`config.mk`:
```
export PLATFORM = sky130hd
export DESIGN_NAME = axi4s_probe_top
export DESIGN_NICKNAME = d
export VERILOG_FILES = /design/src/axi4s_probe_pkg.sv /design/src/probe_beat_qualifier.sv /design/src/probe_counters.sv /design/src/probe_reg_file.sv /design/src/axi4s_probe_top.sv
export SDC_FILE = /design/constraint.sdc
export NUM_CORES = 1
export LEC_CHECK = 0
export BUFFER_PORTS_ARGS = -buffer_cell sky130_fd_sc_hd__buf_2
export CAP_MARGIN = 20
export CORE_AREA = 2 2 164 134
export DETAILED_ROUTE_END_ITERATION = 12
export DIE_AREA = 0 0 166 136
export PLACE_DENSITY = 0.88
export SYNTH_ARGS = -nofsm -noshare
export SYNTH_HDL_FRONTEND = slang
export SYNTH_SLANG_ARGS = --single-unit
```
`constraint.sdc`:
```
create_clock -name axi4s_if -period 10.66 [get_ports axi4s_if]
set_clock_uncertainty 0.15 [all_clocks]
set_input_delay 1.066 -clock axi4s_if [delete_from_list [all_inputs] [get_ports axi4s_if]]
set_output_delay 1.066 -clock axi4s_if [all_outputs]
set_load 0.02 [all_outputs]
```
`src/axi4s_probe_pkg.sv`:
```
// stream probe shared definitions
package axi4s_probe_pkg;

   // counter widths
   localparam int pkt_cnt_wid    = 50;
   localparam int byte_cnt_wid   = 56;
   localparam int pkt_byte_wid   = 16;  // bytes within one packet
   localparam int beat_bytes_wid = 8;   // popcount of tkeep on one beat

   // what the counters count
   typedef enum logic [1:0] {
      mode_good   = 2'd0,  // accepted beats, error-free packets
      mode_ovfl   = 2'd1,  // beats offered while tready low
      mode_errors = 2'd2,  // accepted beats, errored packets
      mode_idle   = 2'd3   // counts nothing
   } probe_mode_t;

   // control register, occupies wdata[3:0]
   typedef struct packed {
      logic        clear;
      logic        latch;  // snapshots load on control write only
      probe_mode_t mode;
   } probe_ctrl_t;

   // one qualified beat
   typedef struct packed {
      logic                      incr;
      logic                      last;
      logic                      err;
      logic [beat_bytes_wid-1:0] bytes;
   } beat_t;

   typedef struct packed {
      logic [pkt_cnt_wid-1:0]  pkt_cnt;
      logic [byte_cnt_wid-1:0] byte_cnt;
   } count_t;

   // monitored stream control lines
   typedef struct packed {
      logic tvalid;
      logic tready;
      logic tlast;
   } line_flags_t;

   // single-cycle register request, wr and rd never both high
   typedef struct packed {
      logic        wr;
      logic        rd;
      logic [7:0]  addr;
      logic [31:0] wdata;
   } reg_req_t;

   // register map
   localparam logic [7:0] reg_ctrl_addr     = 8'h00;
   localparam logic [7:0] reg_pkt_hi_addr   = 8'h04;
   localparam logic [7:0] reg_pkt_lo_addr   = 8'h08;
   localparam logic [7:0] reg_byte_hi_addr  = 8'h0C;
   localparam logic [7:0] reg_byte_lo_addr  = 8'h10;
   localparam logic [7:0] reg_monitor_addr  = 8'h14;
   localparam logic [7:0] reg_activity_addr = 8'h18;

endpackage

```
`src/probe_beat_qualifier.sv`:
```
// stream beat qualifier
`timescale 1ns/1ps

module probe_beat_qualifier #(
   parameter int data_byte_wid = 4
) (
   input  logic                               axi4s_if,
   input  logic                               srst,
   input  logic                               tvalid,
   input  logic                               tready,
   input  logic                               tlast,
   input  logic                               tuser,
   input  logic [data_byte_wid-1:0]           tkeep,
   input  axi4s_probe_pkg::probe_ctrl_t       ctrl,
   output axi4s_probe_pkg::beat_t             beat,
   output axi4s_probe_pkg::line_flags_t       lines
);

   logic                                      incr_nxt;
   logic [axi4s_probe_pkg::beat_bytes_wid-1:0] bytes_nxt;

   // number of valid bytes on the beat
   function automatic logic [axi4s_probe_pkg::beat_bytes_wid-1:0] count_ones(
      input logic [data_byte_wid-1:0] keep
   );
      logic [axi4s_probe_pkg::beat_bytes_wid-1:0] cnt;
      cnt = '0;
      for (int i = 0; i < data_byte_wid; i++) begin
         cnt = cnt + {{(axi4s_probe_pkg::beat_bytes_wid-1){1'b0}}, keep[i]};
      end
      return cnt;
   endfunction

   // mode rule
   always_comb begin
      case (ctrl.mode)
         axi4s_probe_pkg::mode_good:   incr_nxt = tvalid && tready;
         axi4s_probe_pkg::mode_errors: incr_nxt = tvalid && tready;  // err sorted out downstream
         axi4s_probe_pkg::mode_ovfl:   incr_nxt = tvalid && !tready;
         default:                      incr_nxt = 1'b0;
      endcase
   end

   assign bytes_nxt = count_ones(tkeep);

   always_ff @(posedge axi4s_if) begin
      if (srst) begin
         beat.incr <= 1'b0;
      end else begin
         beat.incr <= incr_nxt;
      end
   end

   // beat payload, only meaningful with incr
   always_ff @(posedge axi4s_if) begin
      beat.last  <= tlast;
      beat.err   <= tuser;
      beat.bytes <= bytes_nxt;
   end

   // registered lines for monitor and activity
   always_ff @(posedge axi4s_if) begin
      if (srst) begin
         lines <= '0;
      end else begin
         lines.tvalid <= tvalid;
         lines.tready <= tready;
         lines.tlast  <= tlast;
      end
   end

endmodule

```
`src/probe_counters.sv`:
```
// packet and byte counter engine
`timescale 1ns/1ps

module probe_counters (
   input  logic                         axi4s_if,
   input  logic                         srst,
   input  axi4s_probe_pkg::beat_t       beat,
   input  axi4s_probe_pkg::probe_mode_t mode,
   input  logic                         clear_evt,
   output axi4s_probe_pkg::count_t      counts
);

   localparam int pkt_cnt_wid  = axi4s_probe_pkg::pkt_cnt_wid;
   localparam int byte_cnt_wid = axi4s_probe_pkg::byte_cnt_wid;
   localparam int pkt_byte_wid = axi4s_probe_pkg::pkt_byte_wid;
   localparam int bytes_wid    = axi4s_probe_pkg::beat_bytes_wid;

   logic [pkt_byte_wid-1:0] acc;        // bytes of the packet so far
   logic [pkt_byte_wid-1:0] acc_sum;
   logic                    pkt_end;
   logic                    keep;
   logic                    pkt_add;    // stage 1, finished packet to be counted
   logic [pkt_byte_wid-1:0] pkt_bytes;  // stage 1, its byte total
   logic [pkt_cnt_wid-1:0]  pkt_base;
   logic [byte_cnt_wid-1:0] byte_base;

   assign acc_sum = acc + {{(pkt_byte_wid-bytes_wid){1'b0}}, beat.bytes};
   assign pkt_end = beat.incr && beat.last;

   // is the finished packet kept
   always_comb begin
      case (mode)
         axi4s_probe_pkg::mode_good:   keep = !beat.err;
         axi4s_probe_pkg::mode_errors: keep = beat.err;
         axi4s_probe_pkg::mode_ovfl:   keep = 1'b1;
         default:                      keep = 1'b0;
      endcase
   end

   // per-packet accumulator
   always_ff @(posedge axi4s_if) begin
      if (srst) begin
         acc <= '0;
      end else if (pkt_end) begin
         acc <= '0;  // restarts even when the packet is dropped
      end else if (beat.incr) begin
         acc <= acc_sum;
      end
   end

   always_ff @(posedge axi4s_if) begin
      if (srst) begin
         pkt_add <= 1'b0;
      end else begin
         pkt_add <= pkt_end && keep;
      end
   end

   always_ff @(posedge axi4s_if) begin
      if (pkt_end) begin
         pkt_bytes <= acc_sum;
      end
   end

   // clear wins as the base, a same-cycle increment lands on zero
   always_comb begin
      if (clear_evt) begin
         pkt_base  = '0;
         byte_base = '0;
      end else begin
         pkt_base  = counts.pkt_cnt;
         byte_base = counts.byte_cnt;
      end
   end

   always_ff @(posedge axi4s_if) begin
      if (srst) begin
         counts <= '0;
      end else if (pkt_add) begin
         counts.pkt_cnt  <= pkt_base + {{(pkt_cnt_wid-1){1'b0}}, 1'b1};
         counts.byte_cnt <= byte_base
                            + {{(byte_cnt_wid-pkt_byte_wid){1'b0}}, pkt_bytes};
      end else begin
         counts.pkt_cnt  <= pkt_base;
         counts.byte_cnt <= byte_base;
      end
   end

endmodule

```
`src/probe_reg_file.sv`:
```
// probe register file
`timescale 1ns/1ps

module probe_reg_file (
   input  logic                         axi4s_if,
   input  logic                         srst,
   input  axi4s_probe_pkg::reg_req_t    reg_req,
   input  axi4s_probe_pkg::count_t      counts,
   input  axi4s_probe_pkg::line_flags_t lines,
   output logic [31:0]                  reg_rd_data,
   output logic                         reg_rd_valid,
   output axi4s_probe_pkg::probe_ctrl_t ctrl,
   output logic                         clear_evt
);

   localparam int pkt_cnt_wid  = axi4s_probe_pkg::pkt_cnt_wid;
   localparam int byte_cnt_wid = axi4s_probe_pkg::byte_cnt_wid;
   localparam int pkt_hi_wid   = pkt_cnt_wid - 32;
   localparam int byte_hi_wid  = byte_cnt_wid - 32;

   axi4s_probe_pkg::probe_ctrl_t ctrl_wdata;
   axi4s_probe_pkg::count_t      snap;      // counts as seen by software
   axi4s_probe_pkg::line_flags_t activity;  // sticky since last read
   logic                         ctrl_wr;
   logic                         ctrl_wr_evt;
   logic                         act_rd;
   logic [31:0]                  rd_mux;

   // request decode
   assign ctrl_wr    = reg_req.wr && (reg_req.addr == axi4s_probe_pkg::reg_ctrl_addr);
   assign act_rd     = reg_req.rd && (reg_req.addr == axi4s_probe_pkg::reg_activity_addr);
   assign ctrl_wdata = axi4s_probe_pkg::probe_ctrl_t'(reg_req.wdata[3:0]);

   // control register, clear is a pulse and never stored
   always_ff @(posedge axi4s_if) begin
      if (srst) begin
         ctrl <= '0;
      end else if (ctrl_wr) begin
         ctrl <= '{clear: 1'b0, latch: ctrl_wdata.latch, mode: ctrl_wdata.mode};
      end
   end

   always_ff @(posedge axi4s_if) begin
      if (srst) begin
         clear_evt   <= 1'b0;
         ctrl_wr_evt <= 1'b0;
      end else begin
         clear_evt   <= ctrl_wr && ctrl_wdata.clear;
         ctrl_wr_evt <= ctrl_wr;
      end
   end

   // count snapshots
   always_ff @(posedge axi4s_if) begin
      if (srst) begin
         snap <= '0;
      end else if (!ctrl.latch || ctrl_wr_evt) begin
         snap <= counts;  // free-running unless latched
      end
   end

   // activity flags, cleared by their own read
   always_ff @(posedge axi4s_if) begin
      if (srst) begin
         activity <= '0;
      end else if (act_rd) begin
         activity <= '0;
      end else begin
         activity <= activity | lines;
      end
   end

   // read mux
   always_comb begin
      case (reg_req.addr)
         axi4s_probe_pkg::reg_ctrl_addr: begin
            rd_mux = {28'd0, ctrl};
         end
         axi4s_probe_pkg::reg_pkt_hi_addr: begin
            rd_mux = {{(32-pkt_hi_wid){1'b0}}, snap.pkt_cnt[pkt_cnt_wid-1:32]};
         end
         axi4s_probe_pkg::reg_pkt_lo_addr: begin
            rd_mux = snap.pkt_cnt[31:0];
         end
         axi4s_probe_pkg::reg_byte_hi_addr: begin
            rd_mux = {{(32-byte_hi_wid){1'b0}}, snap.byte_cnt[byte_cnt_wid-1:32]};
         end
         axi4s_probe_pkg::reg_byte_lo_addr: begin
            rd_mux = snap.byte_cnt[31:0];
         end
         axi4s_probe_pkg::reg_monitor_addr: begin
            rd_mux = {29'd0, lines};  // live view
         end
         axi4s_probe_pkg::reg_activity_addr: begin
            rd_mux = {29'd0, activity};
         end
         default: begin
            rd_mux = '0;
         end
      endcase
   end

   always_ff @(posedge axi4s_if) begin
      if (srst) begin
         reg_rd_valid <= 1'b0;
      end else begin
         reg_rd_valid <= reg_req.rd;
      end
   end

   // read data holds until the next read
   always_ff @(posedge axi4s_if) begin
      if (reg_req.rd) begin
         reg_rd_data <= rd_mux;
      end
   end

endmodule

```
`src/axi4s_probe_top.sv`:
```
// stream probe top level
`timescale 1ns/1ps

module axi4s_probe_top #(
   parameter int data_byte_wid = 4
) (
   input  logic                      axi4s_if,
   input  logic                      srst,
   // observed stream, nothing driven back
   input  logic                      tvalid,
   input  logic                      tready,
   input  logic                      tlast,
   input  logic                      tuser,
   input  logic [data_byte_wid-1:0]  tkeep,
   // register port
   input  axi4s_probe_pkg::reg_req_t reg_req,
   output logic [31:0]               reg_rd_data,
   output logic                      reg_rd_valid
);

   axi4s_probe_pkg::probe_ctrl_t ctrl;
   axi4s_probe_pkg::beat_t       beat;
   axi4s_probe_pkg::count_t      counts;
   axi4s_probe_pkg::line_flags_t lines;
   logic                         clear_evt;

   probe_beat_qualifier #(
      .data_byte_wid (data_byte_wid)
   ) probe_beat_qualifier_i (
      .axi4s_if (axi4s_if),
      .srst     (srst),
      .tvalid   (tvalid),
      .tready   (tready),
      .tlast    (tlast),
      .tuser    (tuser),
      .tkeep    (tkeep),
      .ctrl     (ctrl),
      .beat     (beat),
      .lines    (lines)
   );

   probe_counters probe_counters_i (
      .axi4s_if  (axi4s_if),
      .srst      (srst),
      .beat      (beat),
      .mode      (ctrl.mode),
      .clear_evt (clear_evt),
      .counts    (counts)
   );

   probe_reg_file probe_reg_file_i (
      .axi4s_if     (axi4s_if),
      .srst         (srst),
      .reg_req      (reg_req),
      .counts       (counts),
      .lines        (lines),
      .reg_rd_data  (reg_rd_data),
      .reg_rd_valid (reg_rd_valid),
      .ctrl         (ctrl),
      .clear_evt    (clear_evt)
   );

endmodule

```
==> results, run 1 <==
- The cell area that synthesis handed to floorplanning was 0.0134 mm².
- The number of inserted filler cells in the final layout is 1481.
- The worst slew slack as a fraction of its limit is 25.9%.
- Synthesis handed over a netlist of 1533 instances.
- No sink is reached through more buffers than the 3 on the longest clock path.
- In the final layout, the multi-input gates occupy 0.00651 mm².
- Counting instances, the worst hold path has a depth of 2.
- The count of endpoints failing setup in the final report is 0.
- The classification of the worst setup path is reg2reg.
- The total of warnings raised by yosys is 0.
- The residual DRC count is 0.
- The maximum number of pins on one net before global-route repair is 126.
- The initial DRC count is 1402.
- The setup TNS after final layout is 0 ns.
- Before CTS, the worst setup slack after placement is 6.36 ns.
- The startpoint identified for the worst register-to-register timing path is probe_reg_file_i.clear_evt$_SDFF_PP0_.
- Setup repair after global routing left no endpoint under its margin.
- The average footprint of a synthesized cell is 8.72 µm².
- The total length of routed wires is 32.8 mm.
- The met3 wire length is 2.70 mm.
- The final critical-path share of the clock period is 41.6%.
- The global-route usage over all layers is 28.2%.
- The number of nets in the final layout is 1615.
- The required time at the worst-slack endpoint is 10.94 ns.
- The biggest area contributor in the post-synthesis netlist is sky130_fd_sc_hd__dfxtp_1.
- The clock-pin slew on the worst setup and hold paths is 0.07 ns.
- After synthesis, the cell types taking the most area are sky130_fd_sc_hd__dfxtp_1 37%, sky130_fd_sc_hd__edfxtp_1 11%, sky130_fd_sc_hd__nand2_1 9.5%.
- From bottom edge to top edge, the die measures 136 µm.
- The pre-antenna-repair detailed-routing pass consisted of 7 iterations.
- 0 antenna diodes ended up in the layout.
- The post-route netlist has 9.74% of its cells at a drive strength greater than 1.
- The wire-length estimate of the detail-placed layout is 20.7 mm.
- In the detailed route, the total length drawn on met2 is 15.1 mm.
- IR analysis of the VDD net gives a maximum drop of 156 µV.
- The number of levels in the clock H-tree is 1.
- The number of global-route vias before repair is 10688.
- The x dimension of the die is 166 µm.
- The footprint of the flip-flops and latches is 0.00639 mm².
- The synthesized net count is 1610.
- The number of cell instances on the worst register-to-register path is 11.
- Timing would allow up to 0.225 GHz.
- Setup slack on the critical path of the routed design comes to 6.23 ns.
- The congestion estimate from routability-driven global placement came to 0.843.
- The hold violation count in the final report is 0.
- Counting flops and latches in the post-synthesis netlist gives 295.
- The final max-slew violation count is 0.
- For this design, the CTS-stage hold fixing added 0 buffers.
- The kind of start point of the critical path is a flip-flop.
- The routed layout has 11208 vias.
- The detail route stage leaves a number of antenna-violating nets equal to 0.
- For this design the ratio of total power to cell area is 148 mW/mm².
- The path class of the tightest hold or removal check is reg2reg.
- The share of flip-flops with an asynchronous set or reset is 0%.
- Routed signal wires occupy layers up through met4.
- The core region is 0.0211 mm².
- Of all nets on the critical path, the largest fanout is 61.
- The worst hold path terminates at probe_reg_file_i.snap[18]$_SDFFE_PP0P_.
- The clock reaches the later pin of the worst-skew pair after 0.55 ns.
- The leakage power total is 0.00530 µW.
- The worst setup path is captured at a flip-flop.
- The flow ran to the end, and the final reports show no timing, DRC or antenna violations.
- For the pin with the worst max-slew slack, the measured transition is 1.11 ns.
- In this run, CTS created clock tree buffers numbering 29.
- The initial antenna violation count is 0.
- The area share of the leading cell type in the synthesized netlist is 37.0%.
- The predominant post-synthesis flop cell is sky130_fd_sc_hd__dfxtp_1.
- The endpoint identified for the worst register-to-register timing path is probe_counters_i.counts[54]$_SDFF_PP0_.
- Tracing the worst setup path back leads to its startpoint at probe_reg_file_i.clear_evt$_SDFF_PP0_.
- The setup slack on the worst flop-to-flop path is 6.23 ns.
- The worst path needs 4.43 ns of the cycle, external delays included.
- The number of ports placed on the die boundary is 85.
- The max-cap violation count is 0.
- The source of the worst hold timing path is probe_reg_file_i.snap[18]$_SDFFE_PP0P_.
- The tree is rooted in a sky130_fd_sc_hd__clkbuf_16.
- The number of clock sinks seen by CTS is 295.
- The port buffer count is 56.
- The number of setup buffers added after CTS is 0.
- The number of enable-type register cells in the synthesized netlist is 48.
- The portion of the post-synthesis area used by sequential elements is 47.8%.
- The overflow left after global routing is 0.
- The growth of design area from synthesis to finish is 9.13%.
- For this block, wires on met1 add up to 13.8 mm.
- The wire length of the first global-routing pass is 52.5 mm.
- The CTS tree is built.
- The die footprint is 0.0226 mm².
- Synthesis instantiated 75 different standard cells from the library.
- In the routed layout, each cell is associated on average with a via count of 6.11.
- The starting utilization of the core area is 63.4%.
- The number of gates resized after CTS was 0.
- The initialized floorplan defines 48 standard-cell rows.
- The routed wirelength normalized by instance count is 17.9 µm.
- Data on the critical path arrives at its endpoint at 4.71 ns.
==> cell usage after synthesis (3+ instances only) <==
master and n:
sky130_fd_sc_hd__o21a_1 7, sky130_fd_sc_hd__buf_2 3, sky130_fd_sc_hd__and3_1 19, sky130_fd_sc_hd__and4_1 10, sky130_fd_sc_hd__nor3_2 3, sky130_fd_sc_hd__inv_1 25
sky130_fd_sc_hd__a22o_1 8, sky130_fd_sc_hd__fa_1 3, sky130_fd_sc_hd__mux2i_1 19, sky130_fd_sc_hd__buf_1 13, sky130_fd_sc_hd__nand2b_1 6, sky130_fd_sc_hd__xnor2_1 65
sky130_fd_sc_hd__and2_1 9, sky130_fd_sc_hd__nor4_1 6, sky130_fd_sc_hd__a31oi_1 5, sky130_fd_sc_hd__nor3_1 21, sky130_fd_sc_hd__a222oi_1 22, sky130_fd_sc_hd__xor2_1 33
sky130_fd_sc_hd__or2_2 3, sky130_fd_sc_hd__ha_1 22, sky130_fd_sc_hd__nor2_1 127, sky130_fd_sc_hd__a221oi_1 3, sky130_fd_sc_hd__a211oi_1 5, sky130_fd_sc_hd__o21ai_0 26
sky130_fd_sc_hd__buf_4 4, sky130_fd_sc_hd__dfxtp_1 247, sky130_fd_sc_hd__nand3_1 35, sky130_fd_sc_hd__a21o_1 6, sky130_fd_sc_hd__nor2b_1 51, sky130_fd_sc_hd__clkbuf_1 69
sky130_fd_sc_hd__edfxtp_1 48, sky130_fd_sc_hd__nor3b_1 14, sky130_fd_sc_hd__mux2_2 15, sky130_fd_sc_hd__or3_1 10, sky130_fd_sc_hd__nand4_1 21, sky130_fd_sc_hd__a21oi_1 159
sky130_fd_sc_hd__nand2_1 338, sky130_fd_sc_hd__a41o_1 3, sky130_fd_sc_hd__and4b_1 3, sky130_fd_sc_hd__a2111o_1 4
==> registers in the layout (all words and copies together) (netlist names) <==
| signal | flops |
|---|---|
| probe_reg_file_i.snap | 106 |
| probe_counters_i.pkt_bytes | 16 |
| probe_reg_file_i.activity | 3 |
| probe_reg_file_i.ctrl | 3 |
| probe_counters_i.acc | 16 |
| probe_reg_file_i.clear_evt | 1 |
| probe_reg_file_i.reg_rd_valid | 1 |
| probe_reg_file_i.reg_rd_data | 32 |
| probe_beat_qualifier_i.lines | 3 |
| probe_counters_i.counts | 106 |
| probe_counters_i.pkt_add | 1 |
| probe_reg_file_i.ctrl_wr_evt | 1 |
| probe_beat_qualifier_i.beat | 6 |
==> layer usage <==
| metal | track usage, % | vias to the layer above |
|---|---|---|
| met2 | 46.4 | 507 |
| met4 | 12.0 | 0 |
| li1 | - | 5273 |
| met1 | 36.9 | 5326 |
| met5 | 0 | - |
| met3 | 5.33 | 102 |
==> per-stage QoR <==
step | instance area, µm² | instances | hold WS (ns) | total power, µW | util (%)
6_report | 14600 | 1835 | 0.303 | 2160 | 69.2
5_1_grt | 14600 | 1835 | 0.310 | 2210 | 69.2
4_1_cts | 14600 | 1835 | 0.301 | 2160 | 69.2
3_5_place_dp | 13700 | 1782 | 0.293 | 1230 | 65.0
3_3_place_gp | 13700 | 1782 | 0.287 | 1230 | 65.0
2_1_floorplan | 13400 | 1533 | 0.272 | 1210 | -
==> final cells by class <==
class | instances | share of cell area (%)
multi-input combinational | 1119 | 44.6
inverter | 25 | 0.644
timing repair buffer | 68 | 2.58
tap | 275 | 2.36
sequential | 295 | 43.8
clock buffer | 40 | 5.53
clock inverter | 13 | 0.455
==> where the power goes <==
part	switching, µW	leakage, µW	internal, µW	total, µW
clock	425	0.000441	527	952
sequential	5.02	0.00247	1140	1150
combinational	44.8	0.00239	19.2	63.9
==> cells by family (layout without fill, tap and decap cells) <==
group / Yosys count / after routing / synth area share, %
buffers and inverters: 119 / 146 / 3.74
AOI/OAI and AO/OA: 272 / 272 / 12.7
xor gates and xnor gates: 98 / 98 / 6.42
DFF: 295 / 295 / 47.8
adders and majority gates: 25 / 25 / 2.51
muxes: 35 / 35 / 2.86
and+or+nand+nor: 689 / 689 / 24.0
==> critical path, cell delays in order (launching register included) <==
cell                       delay (ns)
sky130_fd_sc_hd__dfxtp_2         0.31
sky130_fd_sc_hd__buf_4           0.55
sky130_fd_sc_hd__nor2b_1         0.17
sky130_fd_sc_hd__ha_1            0.26
sky130_fd_sc_hd__fa_1            0.42
sky130_fd_sc_hd__a21oi_1         0.30
sky130_fd_sc_hd__o211a_1         0.23
sky130_fd_sc_hd__nor3_2          0.07
sky130_fd_sc_hd__o311ai_1        0.59
sky130_fd_sc_hd__a21o_1          0.74
sky130_fd_sc_hd__a21oi_1         0.20
sky130_fd_sc_hd__mux2_2          0.31
==> how the worst max path moves through the flow <==
stage,end,slack [ns],cells past startpoint
2_1_floorplan,probe_counters_i.counts[22]$_SDFF_PP0_,7.03,14
3_3_place_gp,probe_counters_i.counts[52]$_SDFF_PP0_,6.46,11
3_5_place_dp,probe_counters_i.counts[38]$_SDFF_PP0_,6.36,11
4_1_cts,probe_counters_i.counts[38]$_SDFF_PP0_,6.31,11
5_1_grt,probe_counters_i.counts[48]$_SDFF_PP0_,6.04,11
6_report,probe_counters_i.counts[54]$_SDFF_PP0_,6.23,11
==> placed cells by master, fill, tap and decap left out, types with 4 or more instances in the layout <==
cell / Yosys / layout
sky130_fd_sc_hd__inv_1: 25 / 25
sky130_fd_sc_hd__and3_1: 19 / 19
sky130_fd_sc_hd__a2111o_1: 4 / 4
sky130_fd_sc_hd__nor2_1: 127 / 127
sky130_fd_sc_hd__nand4_1: 21 / 21
sky130_fd_sc_hd__mux2_2: 15 / 15
sky130_fd_sc_hd__a21o_1: 6 / 6
sky130_fd_sc_hd__nand2_1: 338 / 338
sky130_fd_sc_hd__clkbuf_8: 1 / 4
sky130_fd_sc_hd__nor4_1: 6 / 6
sky130_fd_sc_hd__edfxtp_1: 48 / 48
sky130_fd_sc_hd__clkbuf_1: 69 / 7
sky130_fd_sc_hd__mux2i_1: 19 / 19
sky130_fd_sc_hd__buf_4: 4 / 12
sky130_fd_sc_hd__xor2_1: 33 / 33
sky130_fd_sc_hd__and2_1: 9 / 9
sky130_fd_sc_hd__buf_2: 3 / 55
sky130_fd_sc_hd__a31oi_1: 5 / 5
sky130_fd_sc_hd__o21ai_0: 26 / 26
sky130_fd_sc_hd__a222oi_1: 22 / 22
sky130_fd_sc_hd__ha_1: 22 / 22
sky130_fd_sc_hd__nor3_2: 3 / 5
sky130_fd_sc_hd__nand2b_1: 6 / 5
sky130_fd_sc_hd__nor2b_1: 51 / 50
sky130_fd_sc_hd__a21oi_1: 159 / 159
sky130_fd_sc_hd__dfxtp_1: 247 / 246
sky130_fd_sc_hd__a22o_1: 8 / 8
sky130_fd_sc_hd__xnor2_1: 65 / 65
sky130_fd_sc_hd__a211oi_1: 5 / 5
sky130_fd_sc_hd__clkbuf_16: 0 / 29
sky130_fd_sc_hd__nor3_1: 21 / 19
sky130_fd_sc_hd__nor3b_1: 14 / 13
sky130_fd_sc_hd__and4_1: 10 / 10
sky130_fd_sc_hd__clkinv_2: 0 / 10
sky130_fd_sc_hd__or3_1: 10 / 10
sky130_fd_sc_hd__o21a_1: 7 / 7
sky130_fd_sc_hd__nand3_1: 35 / 35
(Power assumes the default switching activity.)
==> run 2, diff against run 1 <==
CORE_AREA = 2 2 169 138   (was 2 2 164 134)
DIE_AREA = 0 0 171 140   (was 0 0 166 136)
PLACE_DENSITY = 0.84   (was 0.88)
clock period = 4.4 ns   (was 10.66 ns; I/O delays follow)
==> run 2 against run 1 <==
Net effect:
- critical path depth did not move
- die area rose by 6.0%
- critical endpoint is now probe_counters_i.counts[38]$_SDFF_PP0_
- worst hold slack got worse by 0.30 ns
- maximum frequency rose by 22%
- sequential power rose by 140%
==> results, run 2 (synthesized netlist as in run 1, its figures left out) <==
- The final critical path time including I/O delays and setup is 3.63 ns.
- Traced cell by cell, the critical path runs through nor2b_1 -> ha_1 -> fa_1 -> a21oi_1 -> o211a_1 -> nor3_2 -> o311ai_1 -> buf_4 -> a21o_1 -> a21oi_1 -> mux2_2.
- The number of logic stages on the critical path including buffering is 11.
- The worst-case IR drop observed on VDD is 315 µV.
- In the layout the commonest cells are 338 x sky130_fd_sc_hd__nand2_1, 246 x sky130_fd_sc_hd__dfxtp_1, 159 x sky130_fd_sc_hd__a21oi_1.
- The routed length on met1 is 14.2 mm.
- For the worst-skew pair, the clock arrives at the later sink with an insertion delay of 0.55 ns.
- The final max-slew violation count is 0.
- The count of endpoints failing setup in the final report is 0.
- Compared with the post-synthesis result, the final layout area differs by 10.8%.
- The number of ports placed on the die boundary is 85.
- The buffers plus inverters on the worst setup path is 1.
- The number of vias after detailed routing is 11072.
- Counting cells, the worst reg-to-reg path comes to 11.
- The leakage power total is 0.00539 µW.
- Entering global routing, the biggest net connects 113 pins.
- The commonest non-fill, non-tap cell in the layout is sky130_fd_sc_hd__nand2_1.
- The die covers 0.0239 mm².
- In this run the tool buffered the top-level ports with 56 buffer cells.
- In this run the number of H-tree levels came out at 1.
- The instance count along the most critical hold path is 3.
- The flow ran to the end, and the final reports show no timing, DRC or antenna violations.
- The overflow left after global routing is 0.
- Counting stages on the worst path, the most repeated cell is sky130_fd_sc_hd__a21oi_1.
- The die outline height is 140 µm.
- Across all register-to-register paths, the minimum setup slack is 0.77 ns.
- The number of buffers inserted during clock tree synthesis is 29.
- The core footprint is 0.0222 mm².
- TritonCTS built the clock tree.
- Of all nets on the critical path, the largest fanout is 16.
- Summed over all nets, wire length on met3 after detailed routing comes to 2.50 mm.
- Across the run, the number of max-cap violations was 0.
- The total length of routed wires is 32.0 mm.
- The vias per cell is 5.89.
- On the worst path, the slowest cell contributes a delay of 0.52 ns.
- At the placement stage, the worst setup path has a slack of 0.908 ns.
- The worst-margin pin slew is 1.07 ns.
- The first routing iteration left 1179 violations.
- Of the available clock period, the critical path in the final layout requires 82.6%.
- The power density of the placed cells is 362 mW/mm².
- The class of the tightest hold or removal check is in2reg.
- The final RePlAce weighted congestion is 0.848.
- STA puts the critical path data required time at 4.67 ns.
- Setup repair after global routing left no endpoint under its margin.
- The kind of start point of the critical path is a flip-flop.
- The master cell of the clock root buffer is sky130_fd_sc_hd__clkbuf_16.
- The number of inserted filler cells in the final layout is 1707.
- After detailed routing, the number of remaining DRC violations is 0.
- In this run the deepest clock path goes through 3 buffers.
- In the final routed layout, each cell accounts on average for 17.0 µm.
- The global-route usage over all layers is 26.3%.
- Post-CTS repair changed the size of 0 cells.
- The critical path is of the reg2reg type.
- The cell with the largest stage delay on the worst path is sky130_fd_sc_hd__a21o_1.
- Clock-pin slew was measured on the worst setup and hold paths at 0.06 ns.
- Cells with a size suffix above 1 make up 10.0% of the layout.
- The initial utilization of the core area, before any placement, comes to 60.2%.
- The top cell family by delay on the critical path is compound AO/OA/AOI/OAI gates.
- Counting every sink on the clock net gives 295.
- In the final layout, the registers with the most flip-flops are probe_counters_i.counts x106, probe_reg_file_i.snap x106, probe_reg_file_i.reg_rd_data x32.
- The x dimension of the die is 171 µm.
- After routing, the total negative slack on setup checks comes to 0 ns.
- The first global-routing pass estimated 51.6 mm of wire.
- The post-route worst setup slack is 0.766 ns.
- The hold violation count in the final report is 0.
- The detailed-routing iteration count for the pre-antenna-repair pass is 7.
- The number of global-route vias before repair is 10377.
- The highest metal layer with signal wires is met4.
- The number of nets in the final layout is 1627.
- For the worst setup path, the data arrival time is 3.91 ns.
- The met2 layer wire length in the routed design is 14.5 mm.
- The initial antenna violation count is 0.
- 0 antenna diodes ended up in the layout.
- The cell row count is 49.
- Detailed placement ended at an HPWL of 20.9 mm.
- Measured against its own limit, the worst slew margin works out to 28.2%.
- The highest clock frequency the design can meet is 0.275 GHz.
- Once detail routing completed, the nets flagged for antenna violations numbered 0.
- The worst setup path is captured at a flip-flop.
[run 2: cell types whose count changed in the layout (fill, tap and decap cells not counted), sizes merged]
cell         previous run  this run
bufinv                  0         2
dlygate4sd3             0         6
buf                    68        74
clkinv                 12        11
[run 2: worst paths after layout]
path	endpoint	startpoint
max	probe_counters_i.counts[38]$_SDFF_PP0_	probe_reg_file_i.clear_evt$_SDFF_PP0_
min	probe_reg_file_i.ctrl[0]$_SDFFE_PP0P_	reg_req[0]
max reg2reg	probe_counters_i.counts[38]$_SDFF_PP0_	probe_reg_file_i.clear_evt$_SDFF_PP0_
min reg2reg	probe_reg_file_i.snap[94]$_SDFFE_PP0P_	probe_reg_file_i.snap[94]$_SDFFE_PP0P_
[run 2: cell type report]
type | count | area (µm²) | area share [%]
multi-input combinational | 1119 | 6510 | 44.0
sequential | 295 | 6390 | 43.2
clock buffer | 40 | 808 | 5.46
timing repair buffer | 80 | 498 | 3.36
tap | 306 | 383 | 2.59
clock inverter | 14 | 125 | 0.845
inverter | 25 | 93.8 | 0.634
[run 2: what timing repair did]
action / in CTS / in global routing
hold buffers: 6 / 0
endpoints found under the hold margin: 7 / 0
buffers inserted: 0 / 0
[run 2: metal layers]
metal | track usage, % | up-vias
li1 | - | 5300
met1 | 37.1 | 5256
met2 | 42.2 | 455
met3 | 3.93 | 61
met4 | 7.23 | 0
met5 | 0 | -
[run 2: stage by stage]
stage	instances	total power [µW]	hold WS [ns]	cell area, µm²	util [%]
after global routing	1879	5520	0.0159	14800	66.7
after floorplan	1533	2940	0.272	13400	-
after CTS	1878	5370	0.000667	14800	66.6
after detailed placement	1818	2990	0.292	13800	62.2
final	1879	5360	0.00172	14800	66.7
after global placement	1818	2980	0.287	13800	62.2
[run 2: worst reg2reg max path, delay by kind of cell, from the launching register on]
kind / cells / cell delay [ns]
AO/OA/AOI/OAI: 5 / 1.56
adder cells (fa/ha/maj): 2 / 0.64
buffers and inverters: 1 / 0.20
flip-flops: 1 / 0.48
multiplexers: 1 / 0.31
AND/OR/NAND/NOR: 2 / 0.18
[run 2: power breakdown]
group | leakage, µW | switching, µW | internal [µW]
Clock | 0.000465 | 1030 | 1400
Sequential | 0.00247 | 9.90 | 2760
Combinational | 0.00245 | 109 | 50.8
